### src/uc_pkg.sv
package uc_pkg;

        localparam int DATA_W  = 8;                     // Byte-wide datapath
        localparam int ADDR_W  = 16;                    // Bus address width
        localparam int UADDR_W = 6;                     // Micro-address width

        typedef logic [DATA_W-1:0]  data_t;
        typedef logic [ADDR_W-1:0]  addr_t;
        typedef logic [UADDR_W-1:0] uaddr_t;
        typedef logic [2:0]         reg_idx_t;          // V A B C D E H L

        localparam reg_idx_t REG_V = 3'd0;              // Working-area page
        localparam reg_idx_t REG_A = 3'd1;              // Accumulator

        // Upper five bits of the instruction byte
        typedef enum logic [4:0] {
                OP_NOP     = 5'h00,
                OP_MOV_R_A = 5'h01,                     // r <- A
                OP_MOV_A_R = 5'h02,                     // A <- r
                OP_MVI     = 5'h03,
                OP_ADD     = 5'h04,
                OP_SUB     = 5'h05,
                OP_ANA     = 5'h06,
                OP_ORA     = 5'h07,
                OP_XRA     = 5'h08,
                OP_ADI     = 5'h09,
                OP_INR     = 5'h0a,
                OP_DCR     = 5'h0b,
                OP_LDAW    = 5'h0c,                     // A <- (V, imm)
                OP_STAW    = 5'h0d,                     // (V, imm) <- A
                OP_HLT     = 5'h0e
        } opcode_e;

        typedef enum logic [1:0] {SRC_R, SRC_A, SRC_MD, SRC_NONE} uop_src_e;

        typedef enum logic [2:0] {DST_R, DST_A, DST_MA, DST_MD, DST_NONE} uop_dst_e;

        typedef enum logic [2:0] {
                DEU_MOV, DEU_ADD, DEU_SUB, DEU_AND,
                DEU_OR, DEU_XOR, DEU_INC, DEU_DEC
        } deu_op_e;

        typedef enum logic [2:0] {
                BUS_IDLE,                               // No bus cycle
                BUS_FETCH,                              // Opcode read at PC
                BUS_OPND,                               // Operand read at PC
                BUS_RD,                                 // Data read at MA
                BUS_WR                                  // Data write at MA
        } bus_kind_e;

        typedef enum logic [1:0] {S_LOAD, S_XFER, S_BUS, S_HALT} seq_state_e;

        // First micro-step of each sequence
        localparam uaddr_t ENT_RESET   = 6'd0;
        localparam uaddr_t ENT_NOP     = 6'd1;
        localparam uaddr_t ENT_MOV_R_A = 6'd2;
        localparam uaddr_t ENT_MOV_A_R = 6'd3;
        localparam uaddr_t ENT_MVI     = 6'd4;          // Two steps
        localparam uaddr_t ENT_ADD     = 6'd6;
        localparam uaddr_t ENT_SUB     = 6'd7;
        localparam uaddr_t ENT_ANA     = 6'd8;
        localparam uaddr_t ENT_ORA     = 6'd9;
        localparam uaddr_t ENT_XRA     = 6'd10;
        localparam uaddr_t ENT_ADI     = 6'd11;         // Two steps
        localparam uaddr_t ENT_INR     = 6'd13;
        localparam uaddr_t ENT_DCR     = 6'd14;
        localparam uaddr_t ENT_LDAW    = 6'd15;         // Three steps
        localparam uaddr_t ENT_STAW    = 6'd18;         // Four steps
        localparam uaddr_t ENT_HLT     = 6'd22;

        localparam addr_t RESET_PC = 16'h0000;

endpackage

### src/uc_biu.sv
`timescale 1ns/1ps

module uc_biu (
        input  logic               i_CLK,
        input  logic               arst_n,
        input  logic               bus_req,
        input  uc_pkg::bus_kind_e  uop_bus,
        input  uc_pkg::addr_t      ma,
        input  uc_pkg::data_t      md,
        output logic               bus_done,
        output uc_pkg::data_t      rdata,
        output logic               wb_cyc,
        output logic               wb_stb,
        output logic               wb_we,
        output uc_pkg::addr_t      wb_adr,
        output uc_pkg::data_t      wb_dat_o,
        input  uc_pkg::data_t      wb_dat_i,
        input  logic               wb_ack
);
        import uc_pkg::*;

        addr_t pc;                                      // Program counter
        logic  use_ma;                                  // Data cycle, not PC cycle

        assign use_ma = (uop_bus == BUS_RD) || (uop_bus == BUS_WR);

        // ROM word and MA/MD stay put for the whole cycle
        assign wb_adr   = use_ma ? ma : pc;
        assign wb_dat_o = md;
        assign wb_stb   = wb_cyc;                       // Classic single cycle

        assign bus_done = wb_cyc && wb_ack;

        // Read byte, taken by IR or MD on the ack cycle
        assign rdata = wb_dat_i;

        always_ff @(posedge i_CLK or negedge arst_n) begin
                if (!arst_n) begin
                        wb_cyc <= 1'b0;
                        wb_we  <= 1'b0;
                        pc     <= RESET_PC;
                end else begin
                        if (bus_req) begin
                                wb_cyc <= 1'b1;         // Open cycle
                                wb_we  <= (uop_bus == BUS_WR);
                        end else if (bus_done) begin
                                wb_cyc <= 1'b0;         // Drop after ack
                                wb_we  <= 1'b0;
                        end

                        // Step PC past opcode and operand bytes
                        if (bus_done && !use_ma) begin
                                pc <= pc + 1'b1;
                        end
                end
        end

endmodule

### src/uc_core.sv
`timescale 1ns/1ps

module uc_core (
        input  logic           i_CLK,
        input  logic           arst_n,
        output logic           wb_cyc,
        output logic           wb_stb,
        output logic           wb_we,
        output uc_pkg::addr_t  wb_adr,
        output uc_pkg::data_t  wb_dat_o,
        input  uc_pkg::data_t  wb_dat_i,
        input  logic           wb_ack,
        output logic           halted
);
        import uc_pkg::*;

        logic      rom_rd;                              // Sequencer to ROM
        uaddr_t    upc;
        opcode_e   op;
        uaddr_t    entry;                               // Dispatch result
        uop_src_e  uop_src;                             // Micro-step fields
        uop_dst_e  uop_dst;
        deu_op_e   uop_deu;
        bus_kind_e uop_bus;
        logic      xfer_en;
        logic      bus_req;
        logic      bus_done;                            // Ack from BIU
        data_t     rdata;
        reg_idx_t  r_idx;
        addr_t     ma;
        data_t     md;

        uc_seq u_seq (
                .i_CLK(i_CLK), .arst_n(arst_n), .uop_bus(uop_bus), .entry(entry),
                .bus_done(bus_done), .rdata(rdata), .rom_rd(rom_rd), .xfer_en(xfer_en),
                .bus_req(bus_req), .upc(upc), .op(op), .r_idx(r_idx), .halted(halted)
        );

        uc_rom u_rom (
                .i_CLK(i_CLK), .rom_rd(rom_rd), .upc(upc), .op(op), .entry(entry),
                .uop_src(uop_src), .uop_dst(uop_dst), .uop_deu(uop_deu), .uop_bus(uop_bus)
        );

        uc_biu u_biu (
                .i_CLK(i_CLK), .arst_n(arst_n), .bus_req(bus_req), .uop_bus(uop_bus),
                .ma(ma), .md(md), .bus_done(bus_done), .rdata(rdata),
                .wb_cyc(wb_cyc), .wb_stb(wb_stb), .wb_we(wb_we), .wb_adr(wb_adr),
                .wb_dat_o(wb_dat_o), .wb_dat_i(wb_dat_i), .wb_ack(wb_ack)
        );

        uc_deu u_deu (
                .i_CLK(i_CLK), .arst_n(arst_n), .xfer_en(xfer_en), .uop_src(uop_src),
                .uop_dst(uop_dst), .uop_deu(uop_deu), .uop_bus(uop_bus), .r_idx(r_idx),
                .bus_done(bus_done), .rdata(rdata), .ma(ma), .md(md)
        );

endmodule

### src/uc_deu.sv
`timescale 1ns/1ps

module uc_deu (
        input  logic               i_CLK,
        input  logic               arst_n,
        input  logic               xfer_en,
        input  uc_pkg::uop_src_e   uop_src,
        input  uc_pkg::uop_dst_e   uop_dst,
        input  uc_pkg::deu_op_e    uop_deu,
        input  uc_pkg::bus_kind_e  uop_bus,
        input  uc_pkg::reg_idx_t   r_idx,
        input  logic               bus_done,
        input  uc_pkg::data_t      rdata,
        output uc_pkg::addr_t      ma,
        output uc_pkg::data_t      md
);
        import uc_pkg::*;

        data_t regs [8];                                // V A B C D E H L
        data_t src_val;
        data_t dst_val;
        data_t res;
        logic  md_load;

        // Operand and data reads land in MD
        assign md_load = bus_done && ((uop_bus == BUS_OPND) || (uop_bus == BUS_RD));

        always_comb begin
                case (uop_src)
                SRC_R   : src_val = regs[r_idx];
                SRC_A   : src_val = regs[REG_A];
                SRC_MD  : src_val = md;
                default : src_val = '0;
                endcase
        end

        always_comb begin
                case (uop_dst)
                DST_R   : dst_val = regs[r_idx];
                DST_A   : dst_val = regs[REG_A];
                DST_MA  : dst_val = ma[DATA_W-1:0];
                DST_MD  : dst_val = md;
                default : dst_val = '0;
                endcase
        end

        // 8-bit ALU, all results wrap
        always_comb begin
                case (uop_deu)
                DEU_ADD : res = dst_val + src_val;
                DEU_SUB : res = dst_val - src_val;
                DEU_AND : res = dst_val & src_val;
                DEU_OR  : res = dst_val | src_val;
                DEU_XOR : res = dst_val ^ src_val;
                DEU_INC : res = src_val + 1'b1;
                DEU_DEC : res = src_val - 1'b1;
                default : res = src_val;                // MOV
                endcase
        end

        always_ff @(posedge i_CLK or negedge arst_n) begin
                if (!arst_n) begin
                        for (int i = 0; i < 8; i++) begin
                                regs[i] <= '0;
                        end
                        ma <= '0;
                        md <= '0;
                end else if (xfer_en) begin
                        case (uop_dst)
                        DST_R   : regs[r_idx] <= res;
                        DST_A   : regs[REG_A] <= res;
                        DST_MA  : ma <= {regs[REG_V], res};     // Working-area address
                        DST_MD  : md <= res;
                        default : ;
                        endcase
                end else if (md_load) begin
                        md <= rdata;
                end
        end

endmodule

### src/uc_rom.sv
`timescale 1ns/1ps

module uc_rom (
        input  logic               i_CLK,
        input  logic               rom_rd,
        input  uc_pkg::uaddr_t     upc,
        input  uc_pkg::opcode_e    op,
        output uc_pkg::uaddr_t     entry,
        output uc_pkg::uop_src_e   uop_src,
        output uc_pkg::uop_dst_e   uop_dst,
        output uc_pkg::deu_op_e    uop_deu,
        output uc_pkg::bus_kind_e  uop_bus
);
        import uc_pkg::*;

        typedef struct packed {
                uop_src_e  src;
                uop_dst_e  dst;
                deu_op_e   deu;
                bus_kind_e bus;
        } uop_t;

        uop_t mc;                                       // Current micro-step word

        assign uop_src = mc.src;
        assign uop_dst = mc.dst;
        assign uop_deu = mc.deu;
        assign uop_bus = mc.bus;

        always_ff @(posedge i_CLK) begin
                if (rom_rd) begin
                        case (upc)
                        ENT_RESET     : mc <= '{SRC_NONE, DST_NONE, DEU_MOV, BUS_FETCH}; // First fetch
                        ENT_NOP       : mc <= '{SRC_NONE, DST_NONE, DEU_MOV, BUS_FETCH};
                        ENT_MOV_R_A   : mc <= '{SRC_A,    DST_R,    DEU_MOV, BUS_FETCH}; // r<-A
                        ENT_MOV_A_R   : mc <= '{SRC_R,    DST_A,    DEU_MOV, BUS_FETCH}; // A<-r
                        ENT_MVI       : mc <= '{SRC_NONE, DST_NONE, DEU_MOV, BUS_OPND};  // Get imm
                        ENT_MVI + 1   : mc <= '{SRC_MD,   DST_R,    DEU_MOV, BUS_FETCH}; // r<-MD
                        ENT_ADD       : mc <= '{SRC_R,    DST_A,    DEU_ADD, BUS_FETCH}; // A<-A+r
                        ENT_SUB       : mc <= '{SRC_R,    DST_A,    DEU_SUB, BUS_FETCH}; // A<-A-r
                        ENT_ANA       : mc <= '{SRC_R,    DST_A,    DEU_AND, BUS_FETCH};
                        ENT_ORA       : mc <= '{SRC_R,    DST_A,    DEU_OR,  BUS_FETCH};
                        ENT_XRA       : mc <= '{SRC_R,    DST_A,    DEU_XOR, BUS_FETCH};
                        ENT_ADI       : mc <= '{SRC_NONE, DST_NONE, DEU_MOV, BUS_OPND};  // Get imm
                        ENT_ADI + 1   : mc <= '{SRC_MD,   DST_A,    DEU_ADD, BUS_FETCH}; // A<-A+MD
                        ENT_INR       : mc <= '{SRC_R,    DST_R,    DEU_INC, BUS_FETCH}; // r<-r+1
                        ENT_DCR       : mc <= '{SRC_R,    DST_R,    DEU_DEC, BUS_FETCH}; // r<-r-1
                        ENT_LDAW      : mc <= '{SRC_NONE, DST_NONE, DEU_MOV, BUS_OPND};  // Get wa
                        ENT_LDAW + 1  : mc <= '{SRC_MD,   DST_MA,   DEU_MOV, BUS_RD};    // MA<-Vwa
                        ENT_LDAW + 2  : mc <= '{SRC_MD,   DST_A,    DEU_MOV, BUS_FETCH}; // A<-MD
                        ENT_STAW      : mc <= '{SRC_NONE, DST_NONE, DEU_MOV, BUS_OPND};  // Get wa
                        ENT_STAW + 1  : mc <= '{SRC_MD,   DST_MA,   DEU_MOV, BUS_IDLE};  // MA<-Vwa
                        ENT_STAW + 2  : mc <= '{SRC_A,    DST_MD,   DEU_MOV, BUS_WR};    // MD<-A
                        ENT_STAW + 3  : mc <= '{SRC_NONE, DST_NONE, DEU_MOV, BUS_FETCH};
                        ENT_HLT       : mc <= '{SRC_NONE, DST_NONE, DEU_MOV, BUS_IDLE};  // Halt step
                        default       : mc <= '{SRC_NONE, DST_NONE, DEU_MOV, BUS_FETCH}; // nop
                        endcase
                end
        end

        // Opcode dispatch, unknown codes run as NOP
        always_comb begin
                case (op)
                OP_MOV_R_A : entry = ENT_MOV_R_A;
                OP_MOV_A_R : entry = ENT_MOV_A_R;
                OP_MVI     : entry = ENT_MVI;
                OP_ADD     : entry = ENT_ADD;
                OP_SUB     : entry = ENT_SUB;
                OP_ANA     : entry = ENT_ANA;
                OP_ORA     : entry = ENT_ORA;
                OP_XRA     : entry = ENT_XRA;
                OP_ADI     : entry = ENT_ADI;
                OP_INR     : entry = ENT_INR;
                OP_DCR     : entry = ENT_DCR;
                OP_LDAW    : entry = ENT_LDAW;
                OP_STAW    : entry = ENT_STAW;
                OP_HLT     : entry = ENT_HLT;
                default    : entry = ENT_NOP;
                endcase
        end

endmodule

### src/uc_seq.sv
`timescale 1ns/1ps

module uc_seq (
        input  logic               i_CLK,
        input  logic               arst_n,
        input  uc_pkg::bus_kind_e  uop_bus,
        input  uc_pkg::uaddr_t     entry,
        input  logic               bus_done,
        input  uc_pkg::data_t      rdata,
        output logic               rom_rd,
        output logic               xfer_en,
        output logic               bus_req,
        output uc_pkg::uaddr_t     upc,
        output uc_pkg::opcode_e    op,
        output uc_pkg::reg_idx_t   r_idx,
        output logic               halted
);
        import uc_pkg::*;

        seq_state_e state;
        uaddr_t     upc_q;                              // Address of current step
        logic       fetch_q;                            // New opcode waiting for dispatch
        data_t      ir;                                 // Instruction register

        // Dispatch address is used for the first step after a fetch
        assign upc = fetch_q ? entry : upc_q;

        assign op    = opcode_e'(ir[7:3]);              // Opcode field
        assign r_idx = ir[2:0];                         // Register field

        assign rom_rd  = (state == S_LOAD);             // ROM read strobe
        assign xfer_en = (state == S_XFER);             // Register transfer slot
        assign bus_req = (state == S_XFER) && (uop_bus != BUS_IDLE);
        assign halted  = (state == S_HALT);

        always_ff @(posedge i_CLK or negedge arst_n) begin
                if (!arst_n) begin
                        state   <= S_LOAD;
                        upc_q   <= ENT_RESET;
                        fetch_q <= 1'b0;
                        ir      <= '0;
                end else begin
                        case (state)
                        S_LOAD: begin
                                upc_q   <= upc;         // Remember dispatched address
                                fetch_q <= 1'b0;
                                state   <= S_XFER;
                        end
                        S_XFER: begin
                                if (uop_bus != BUS_IDLE) begin
                                        state <= S_BUS; // BIU starts the cycle
                                end else if (upc_q == ENT_HLT) begin
                                        state <= S_HALT;
                                end else begin
                                        upc_q <= upc_q + 1'b1;
                                        state <= S_LOAD;
                                end
                        end
                        S_BUS: begin
                                if (bus_done) begin
                                        if (uop_bus == BUS_FETCH) begin
                                                ir      <= rdata;       // Latch opcode
                                                fetch_q <= 1'b1;
                                        end else begin
                                                upc_q <= upc_q + 1'b1;
                                        end
                                        state <= S_LOAD;
                                end
                        end
                        default: begin
                                state <= S_HALT;        // Stuck until reset
                        end
                        endcase
                end
        end

endmodule
### config.mk
export PLATFORM = sky130hd
export DESIGN_NAME = uc_core
export DESIGN_NICKNAME = d
export VERILOG_FILES = /design/src/uc_pkg.sv /design/src/uc_biu.sv /design/src/uc_core.sv /design/src/uc_deu.sv /design/src/uc_rom.sv /design/src/uc_seq.sv
export SDC_FILE = /design/constraint.sdc
export NUM_CORES = 1
export LEC_CHECK = 0
export ABC_CLOCK_PERIOD_IN_PS = 3800
export BUFFER_PORTS_ARGS = -buffer_cell sky130_fd_sc_hd__buf_2
export CAP_MARGIN = 20
export CORE_UTILIZATION = 50
export CTS_BUF_LIST = sky130_fd_sc_hd__clkbuf_2
export DETAILED_ROUTE_END_ITERATION = 7
export PLACE_DENSITY_LB_ADDON = 0.08
export SYNTH_ARGS = -nofsm -noshare
export SYNTH_HDL_FRONTEND = slang
export SYNTH_HIERARCHICAL = 1
export SYNTH_SLANG_ARGS = --single-unit
### constraint.sdc
create_clock -name i_CLK -period 3.8 [get_ports i_CLK]
set_input_delay 0.19 -clock i_CLK [delete_from_list [all_inputs] [get_ports i_CLK]]
set_output_delay 0.19 -clock i_CLK [all_outputs]
set_load 0.05 [all_outputs]
After elaboration in Yosys (flattened, before gate mapping)
Memory sizes are Yosys's and may differ from the RTL's. A register that Yosys moved wholly into a read port is not among the register bits.
Cells that the tools add are included.
{"block": "totals", "regBits": 123, "latchBits": 0, "mem_bits_rw": 0, "rom_bits": 432, "input_bits": 11, "out_inout_bits": 28, "elab_cells": 112, "n_memories": 2}
{"block": "op_classes", "addsub": 6, "multipliers": 0, "div": 0, "magnitude_cmp": 2, "n_eq_ne": 26, "n_shift": 0, "n_mux": 31, "bitwise": 4, "reduce_logical": 24}
{"name": "(no name shown)", "depth": 32, "width": 11, "rd": 1, "rd_ports_with_merged_regs": 1, "wr": 0, "line_no": "uc_rom.sv:32", "source": "case (upc)"}
{"name": "(no name shown)", "depth": 16, "width": 5, "rd": 1, "rd_ports_with_merged_regs": 0, "wr": 0, "line_no": "uc_rom.sv:63", "source": "case (op)"}
{"operator": "$bwmux W64", "n": 1}
{"operator": "$pmux W8 S7", "n": 1}
{"operator": "$mux W8", "n": 6}
{"operator": "$mux W6", "n": 6}
{"operator": "$pmux W8 S4", "n": 1}
{"operator": "$bmux W8 S3", "n": 1}
{"operator": "$demux W8 S3", "n": 1}
{"operator": "$pmux W8 S3", "n": 1}
{"operator": "$eq A3 B2 Y1 const B", "n": 6}
{"operator": "$pmux W6 S3", "n": 1}
{"operator": "$add A16 B1 Y16 const B", "n": 1}
{"operator": "$mux W16", "n": 1}
{"operator": "$pmux W8 S2", "n": 1}
{"operator": "$eq A3 B3 Y1 const B", "n": 5}
{"operator": "$eq A3 B1 Y1 const B", "n": 3}
{"operator": "$add A8 B1 Y8 const B", "n": 1}
{"operator": "$add A8 B8 Y8", "n": 1}
{"operator": "$and A8 B8 Y8", "n": 1}
{"operator": "$ne A2 B2 Y1 const B", "n": 4}
{"operator": "$or A8 B8 Y8", "n": 1}
{"operator": "$reduce_and A2 Y1", "n": 4}
{"operator": "$reduce_bool A2 Y1", "n": 4}
{"operator": "$sub A8 B1 Y8 const B", "n": 1}
{"operator": "$sub A8 B8 Y8", "n": 1}
{"operator": "other kinds (21)", "n": 39}

Depth between registers and ports, before layout
Gate-level depths: netlist (run 1).
{"block": "logic_depth", "depth_word": 9, "depth_mapped": 22, "ltp_nobuf": 19}

Cells and area by module
The synthesis (run 1) kept the hierarchy.
{"mod": "uc_deu", "instances": 1, "cells_each": 581, "area_each_um2": 5889.4}
{"mod": "uc_biu", "instances": 1, "cells_each": 104, "area_each_um2": 1199.9}
{"mod": "uc_seq", "instances": 1, "cells_each": 96, "area_each_um2": 1008.5}
{"mod": "uc_rom", "instances": 1, "cells_each": 98, "area_each_um2": 980.9}

Least setup slack after synthesis (run 1)
OpenSTA, ideal clock, no wires.
{"block": "synth_timing", "path_type": "register -> register", "startpoint": "register u_seq.ir[0]", "endpoint": "register u_deu/regs[23] (netlist bit)", "t_arrival_ps": 4023, "path_slack_ps": -348, "path_stages_with_launch": 23, "period_less_slack_ps": 4148, "cell_sequence": "dfrtp_1 buf_6 buf_6 buf_2 mux2i_1 o22ai_1 o21ai_0 o21ai_0 inv_1 ha_1 nand2_1 o21ai_0 inv_1 ha_1 nor2b_1 o21ai_0 a21oi_1 o22ai_1 xnor2_2 xnor2_1 a211oi_4 a22oi_4 mux2_2"}
{"block": "synth_between", "elab_chain_cells": 8}
{"item": "start: declaration", "line_no": "uc_seq.sv:23", "source": "data_t ir;"}
{"item": "start signal: assignment", "line_no": "uc_seq.sv:62", "source": "ir <= rdata;"}
{"item": "$not A3 Y4 (not written as such) *", "line_no": "uc_deu.sv:30, uc_deu.sv:39, uc_deu.sv:70"}
{"item": "$bmux W8 S3", "line_no": "uc_deu.sv:30, uc_deu.sv:39"}
{"item": "$mux W8 (not written as such) (2 in series)", "line_no": "uc_deu.sv:30, uc_deu.sv:39"}
{"item": "$pmux W8 S4 or $pmux W8 S3 (tied branches)", "line_no": "uc_deu.sv:38, uc_deu.sv:29"}
{"item": "$sub A8 B8 Y8, or another cell as far along", "line_no": "uc_deu.sv:51", "source": "DEU_SUB : res = dst_val - src_val;"}
{"item": "$pmux W8 S7", "line_no": "uc_deu.sv:49", "source": "case (uop_deu)"}
{"item": "$bwmux W64 *", "line_no": "uc_deu.sv:70", "source": "DST_R : regs[r_idx] <= res;"}
{"item": "end signal: indexed assignment", "line_no": "uc_deu.sv:70"}
{"item": "end signal: indexed assignment", "line_no": "uc_deu.sv:71", "source": "DST_A : regs[REG_A] <= res;"}
{"item": "end: declaration", "line_no": "uc_deu.sv:19", "source": "data_t regs [8];"}
Mark *: on every way between the ends. The rest lies on a longest branch, timed or not. The select of a mux whose other input is x is not followed.
A chain may end at the register's enable or synchronous reset.

Final worst setup path (run 1)
{"block": "layout_timing", "startpoint": "register u_seq.ir[0]", "endpoint": "register u_deu/regs[63] (netlist bit)"}
Same word-level chain as after synthesis.

==> flow_metrics.tcl, run 1 <==
set metrics [dict create \
    cpPeakStageDelay_ns 0.50 \
    dieArea_um2 18700 \
    io_pins 39 \
    path_buf_inv 4 \
    fin_ws_ns -0.314 \
    crit_fanout 11 \
    failed_checks "negative setup slack" \
    gp_congestion 0.940 \
    drv_slew 0 \
    arrival_ns 4.76 \
    nFillCells 1484 \
    start_util_pct 51.8 \
    fin_crit_sh_pct 108 \
    fp.dieW_um 137 \
    hold_viol_final 0 \
    synth-simple-area-share_pct 13.7 \
    slowest_stage "mux4_2" \
    placed_cells_incl_taps 1184 \
    htreeDepth 4 \
    seq_area_frac_synth_pct 37.5 \
    cts_max_path_buffers 2 \
    core_area_um2 17500 \
    fin_cells 1232 \
    path_clk_slew_ns 0.20 \
    timing.critical_path.depth 14 \
    total_power_mw 2.50 \
    cts_buffers 17 \
    ant_nets 0 \
    drt-initial-drc-count 444 \
    period_needed_ns 4.11 \
    place_hpwl_um 19400 \
    port-buffer-count 38 \
    tightestPinTransition_ns 0.919 \
    cap_violations 0 \
    cts.sinks 134 \
    worst_ir_drop_vdd_uv 245 \
    synthArstFlopShare_pct 91.8 \
    final_nets 1055 \
    row_count 48 \
    netlist_instances 879 \
    seq_area_um2 3410 \
    drc 0 \
    synth_cell_types 80 \
    synth_seq_cells 134 \
    grt_pass1_vias 7240 \
    vias 7318 \
    synth_area_per_cell_um2 10.3 \
    track_usage_pct 28.1 \
    antenna_found_initial 0 \
    fmax_mhz 243 \
    hp-class "in2async" \
    cts_tree "yes" \
    r2r-end "u_deu/regs[63]$_DFFE_PN0P_" \
    max-slew-margin-rel_pct 38.1 \
    yosys-mux-area-fraction_pct 19.4 \
    multi_input_area_um2 5370 \
    crit_family "multiplexers" \
    synth_area_um2 9080 \
    cp-endpoint "u_deu/regs[63]$_DFFE_PN0P_" \
    grt_overflow_total 0 \
    crit_chain "buf_12, buf_4, buf_4, mux4_2, mux2_4, mux4_2, nand2b_1, ha_1, or4_1, mux2i_1, a211oi_4, buf_6, a22oi_2, mux2_4" \
    synth-xor-area-share_pct 2.78 \
    synth_fa_ha_area_share_pct 7.06 \
    routed_wirelength_um 25900 \
    area_growth_pct 17.2 \
    grt_pass1_wl_um 39300 \
    critPathLaunchType "flop" \
    fp.dieH_um 137 \
    worstSkewPairLatency_ns 0.70 \
    regToRegSetupSlack_ns -0.31 \
    dr.pass1.iters 5 \
    synth_compound_area_share_pct 13.5 \
    outcome "finished with violations" \
    synth_edf_count 11 \
    rsz0062_at_grt "yes" \
    rr_worst_depth 14 \
    grt_max_degree 66 \
    cp-startpoint "u_seq/ir[0]$_DFFE_PN0P_" \
    criticalPathCategory "reg2reg" \
    synth_flop_cell "dfrtp_1" \
    worstSetupEndpointType "flop" \
    r2r_start "u_seq/ir[0]$_DFFE_PN0P_" \
    yosys_warnings 6 \
    power_density_nw_per_um2 235 \
    cp.required_ns 4.44 \
    viasPerCell 5.94 \
    routedWlPerCell_um 21.0 \
    synth_nets 940 \
    n_antenna_cell 0 \
    drive_above_1_share_pct 35.1 \
    cts_root_buf "clkbuf_2" \
    fin_skew_ns 0.0297 \
    finalSetupViolCount 30 \
    synth_top_family_by_area "multiplexers" \
    p_leak_nw 4.93 \
]
-- where the power goes --
group	switching [mW]	leakage [nW]	total, mW	internal [mW]
sequential	0	1.81	1.44	1.44
clock	0.561	0.162	1.00	0.443
combinational	0.0348	2.96	0.0494	0.0146
total	0.596	4.93	2.50	1.90
-- registers in the layout, summed over array words and instances, names as in the netlist, 3 cells and up --
| name | count |
|---|---|
| u_deu/md | 8 |
| u_deu/regs | 64 |
| u_rom/uop_deu | 3 |
| u_rom/uop_dst | 3 |
| u_seq/upc_q | 6 |
| u_rom/uop_bus | 3 |
| u_biu/pc | 16 |
| u_seq/ir | 8 |
| u_deu/ma | 16 |
-- area by class of cell --
class	instances	area share, %
Clock buffer	18	0.847
Clock inverter	14	1.88
Inverter	45	1.59
Multi-Input combinational cell	642	50.5
Sequential cell	134	32.0
Tap cell	225	2.65
Timing Repair Buffer	154	10.5
-- routing by layer --
layer	up-vias	global-route usage, %	routed length (um)	share of wire (%)
met4	0	9.75	648	2.5
met5	-	0	0	0
met1	3673	36.8	11500	44
met2	207	46.7	12700	49
met3	38	4.89	1100	4.3
li1	3400	-	-	-
-- cells in the mapped netlist (8+ instances only) --
master / number / area, um2
a211oi_1: 8 / 60.1
a21o_1: 8 / 60.1
a21oi_1: 46 / 230
a22oi_1: 10 / 75.1
a31oi_1: 8 / 50.1
buf_4: 19 / 143
clkbuf_1: 22 / 82.6
dfrtp_1: 123 / 3080
edfxtp_1: 11 / 330
ha_1: 48 / 601
inv_1: 39 / 146
mux2_2: 87 / 980
mux2_4: 15 / 225
mux2i_1: 27 / 270
mux4_2: 8 / 180
nand2_1: 59 / 221
nand2b_1: 15 / 93.8
nand3_1: 15 / 75.1
nand4_1: 10 / 62.6
nor2_1: 54 / 203
nor2b_1: 14 / 87.6
nor3_1: 11 / 55.1
o21ai_0: 54 / 270
o22ai_1: 15 / 93.8
or3_1: 8 / 50.1
xnor2_1: 22 / 193
-- cell usage in the layout, fill, tap and decap left out, types with 11 or more instances in the layout --
cell type	count
dfrtp_1	122
buf_4	103
mux2_2	86
nand2_1	59
nor2_1	52
ha_1	44
a21oi_1	38
buf_2	37
inv_1	37
o21ai_0	35
mux2i_1	25
xnor2_1	21
mux2_4	19
clkbuf_2	18
nand3_1	15
nand2b_1	15
o21ai_1	15
o22ai_1	14
nor2b_1	11
edfxtp_1	11
-- worst min-delay path by stage --
stage | endpoint | slack, ns | cells after the start
2_1_floorplan | u_biu/pc[0]$_DFFE_PN0P_ | -0.11 | 0
3_5_place_dp | u_deu/regs[39]$_DFFE_PN0P_ | 0.31 | 1
6_report | u_deu/regs[39]$_DFFE_PN0P_ | 0.08 | 2
5_1_grt | u_deu/regs[39]$_DFFE_PN0P_ | 0.10 | 2
3_3_place_gp | u_deu/regs[39]$_DFFE_PN0P_ | 0.30 | 1
4_1_cts | u_biu/pc[15]$_DFFE_PN0P_ | 0.04 | 2
-- cells by family after synthesis --
family                     after synthesis
buffers and inverters                  106
adders and majority gates               50
muxes                                  145
and+or+nand+nor                        228
other                                    1
AOI/OAI and AO/OA                      187
DFF                                    134
xor gates and xnor gates                28
-- per-stage QoR --
| stage | utilization, % | setup slack, ns | instance area (um2) | TNS [ns] | hold slack [ns] |
|---|---|---|---|---|---|
| after detailed placement | 57.2 | -0.335 | 10000 | -8.21 | 0.313 |
| after CTS | 59.9 | -0.267 | 10500 | -4.72 | 0.0441 |
| final | 60.7 | -0.314 | 10600 | -3.97 | 0.0816 |
| after global placement | 57.2 | -0.281 | 10000 | -6.88 | 0.298 |
| after floorplan | - | -0.0204 | 9150 | -0.173 | -0.106 |
| after global routing | 60.7 | -0.450 | 10600 | -12.12 | 0.104 |
-- repair_timing --
action	4_1_cts	5_1_grt
gates resized for setup	17	32
buffers inserted	2	1
pin swaps	14	17
gates cloned	1	2
endpoints found under the hold margin	88	0
hold buffers	10	0
endpoints found under the setup margin	41	59
-- worst register-to-register path: cells and delay by family (launching register included) --
family / cells / cell delay, ns
AO/OA/AOI/OAI: 2 / 0.35
AND/OR/NAND/NOR: 2 / 0.63
multiplexers: 5 / 1.75
adder cells (fa/ha/maj): 1 / 0.31
flip-flops: 1 / 0.43
buffers and inverters: 4 / 0.63
Power figures use the tool's default switching activity.
==> run 2, diff against run 1 <==
CORE_ASPECT_RATIO = 0.9   (was unset)
==> run 2 against run 1 <==
The run still ends with negative setup slack left. Largest power group unchanged. Largest cell class unchanged. Register-to-register slack lost 0.09 ns. Combinational power increased by 6.1%. Non-clock buffer count up 21. Via count up 0.22%. Sequential share of layout area down 1.0 points. Global-route usage up 0.055 points. Cell count increased by 2.8%. First-iteration DRC count decreased by 3.4%.
==> flow_metrics.tcl, run 2 (synthesis results as in run 1) <==
set metrics [dict create \
    outcome "finished with violations" \
    failed_checks "negative setup slack" \
    cts_max_path_buffers 2 \
    holdPathStages 3 \
    p_leak_nw 5.04 \
    fp.dieW_um 144 \
    cts.sinks 134 \
    tightestPinTransition_ns 0.902 \
    port-buffer-count 38 \
    period_needed_ns 4.20 \
    track_usage_pct 28.2 \
    area_growth_pct 21.0 \
    dr_wl_met2_um 11500 \
    wl_met3_um 1260 \
    crit_fanout 5 \
    whs_endpoint "u_seq/ir[6]$_DFFE_PN0P_" \
    antenna_found_initial 0 \
    fmax_mhz 238 \
    final_common_cell "dfrtp_1" \
    io_pins 39 \
    grt_pass1_wl_um 39400 \
    grt_pass1_vias 7029 \
    arrival_ns 4.79 \
    fin_crit_sh_pct 111 \
    hold_viol_final 0 \
    htreeDepth 4 \
    cp_common_cell "xnor2_2" \
    row_count 46 \
    largest_register_ff_count 64 \
    drive_above_1_share_pct 38.0 \
    fin_skew_ns 0.0292 \
    criticalPathCategory "reg2reg" \
    core_area_um2 17700 \
    max-slew-margin-rel_pct 39.2 \
    final_cell_area_um2 11000 \
    fin_ws_ns -0.399 \
    routed_wirelength_um 25300 \
    worst_ir_drop_vdd_uv 169 \
    routedWlPerCell_um 20.0 \
    wl_met1_um 11900 \
    worstSetupEndpointType "flop" \
    n_antenna_cell 0 \
    cap_violations 0 \
    r2r-end "u_deu/regs[55]$_DFFE_PN0P_" \
    cp-startpoint "u_seq/ir[0]$_DFFE_PN0P_" \
    power_density_nw_per_um2 210 \
    utilization_pct 62.2 \
    tns_ns -11.15 \
    slowest_stage "mux4_2" \
    gp_congestion 0.904 \
    drc 0 \
    largestRegisters "u_deu/regs (64), u_biu/pc (16), u_deu/ma (16)" \
    grt_overflow_total 0 \
    viasPerCell 5.79 \
    place_hpwl_um 18300 \
    drv_slew 0 \
    dieArea_um2 18700 \
    nFillCells 1459 \
    dp_slack_ns -0.441 \
    cts_tree "yes" \
    cts_root_buf "clkbuf_2" \
    cpPeakStageDelay_ns 0.52 \
    rr_worst_depth 17 \
    regToRegSetupSlack_ns -0.40 \
    top_layer "met4" \
    grt_max_degree 80 \
    path_clk_slew_ns 0.23 \
    dr.pass1.iters 5 \
    rsz0062_at_grt "yes" \
    final_cell_mix "dfrtp_1, buf_4, mux2_2, nand2_1, nor2_1" \
    critPathLaunchType "flop" \
    hold_path.startpoint "wb_dat_i[6]" \
    vias 7334 \
    place_area_um2 10200 \
    regMostFlops "u_deu/regs" \
    worstSkewPairLatency_ns 0.70 \
    hp-class "in2reg" \
    total_power_mw 2.30 \
    crit_chain "buf_12, mux2_1, mux4_2, a2bb2oi_4, nand4_1, nor3_4, xnor2_1, o21ai_1, ha_2, or3_4, o22ai_2, xnor2_2, xnor2_2, a211oi_4, buf_6, a22oi_4, mux2_4" \
    start_util_pct 51.4 \
    final_nets 1074 \
    ant_nets 0 \
    r2r_start "u_seq/ir[0]$_DFFE_PN0P_" \
    finalSetupViolCount 50 \
    fp.dieH_um 130 \
    cp.required_ns 4.39 \
    cts_buffers 17 \
    drt-initial-drc-count 429 \
]
==> run 2: cell count changes in the layout (fill, tap and decap cells not counted), moves of 4 or more <==
| cell | previous run | this run |
|---|---|---|
| o22ai_1 | 14 | 10 |
| bufinv_16 | 4 | 0 |
| mux2_4 | 19 | 26 |
| buf_4 | 103 | 112 |
| mux2i_1 | 25 | 21 |
| buf_12 | 2 | 10 |
| mux2_2 | 86 | 81 |
==> run 2: worst max path at each step <==
stage                     cells after the start                    endpoint  slack [ns]
after global routing                         17  u_deu/regs[55]$_DFFE_PN0P_       -0.51
after CTS                                    20  u_deu/regs[55]$_DFFE_PN0P_       -0.34
after global placement                       19  u_deu/regs[39]$_DFFE_PN0P_       -0.34
after floorplan                              16  u_deu/regs[23]$_DFFE_PN0P_       -0.02
after detailed placement                     19  u_deu/regs[20]$_DFFE_PN0P_       -0.44
final                                        17  u_deu/regs[55]$_DFFE_PN0P_       -0.40
==> run 2: final cells by class <==
class	count	area, um2	area share [%]
multi-input combinational	640	5470	49.8
sequential	134	3410	31.0
timing repair buffer	175	1420	12.9
tap	240	300	2.73
inverter	45	169	1.54
clock inverter	15	139	1.26
clock buffer	17	85.1	0.775
==> run 2: power breakdown <==
part           switching [mW]  internal, mW  leakage (nW)  total [mW]
Combinational          0.0343        0.0181          3.11      0.0524
Clock                   0.607         0.199         0.130       0.807
Sequential                  0          1.44          1.81        1.44
Total                   0.642          1.66          5.04        2.30
==> run 2: critical path, delay by kind of cell (launching register included) <==
family | cells | cell delay (ns)
xor+xnor | 3 | 0.46
fa+ha+maj | 1 | 0.19
flops | 1 | 0.46
compound gates | 5 | 0.85
buf+inv | 2 | 0.28
simple gates | 3 | 0.75
mux | 3 | 1.12
==> run 2: per-stage QoR <==
step	std cells	hold WS, ns
after CTS	1262	0.206
final	1266	0.283
after detailed placement	1207	0.253
after floorplan	879	-0.106
after global routing	1266	0.214
after global placement	1207	0.237
==> run 2: metal layers <==
| layer | up-vias | track usage (%) |
|---|---|---|
| met5 | - | 0 |
| met4 | 0 | 9.82 |
| met3 | 44 | 5.21 |
| met2 | 203 | 43.6 |
| met1 | 3655 | 39.6 |
| li1 | 3432 | - |
==> run 2: repair_timing <==
action | in CTS | in global routing
endpoints found under the hold margin | 138 | 0
buffers inserted | 9 | 3
setup endpoints to repair | 60 | 60
gates resized for setup | 52 | 27
hold buffers | 12 | 0
pin swaps | 25 | 25
gates cloned | 2 | 1
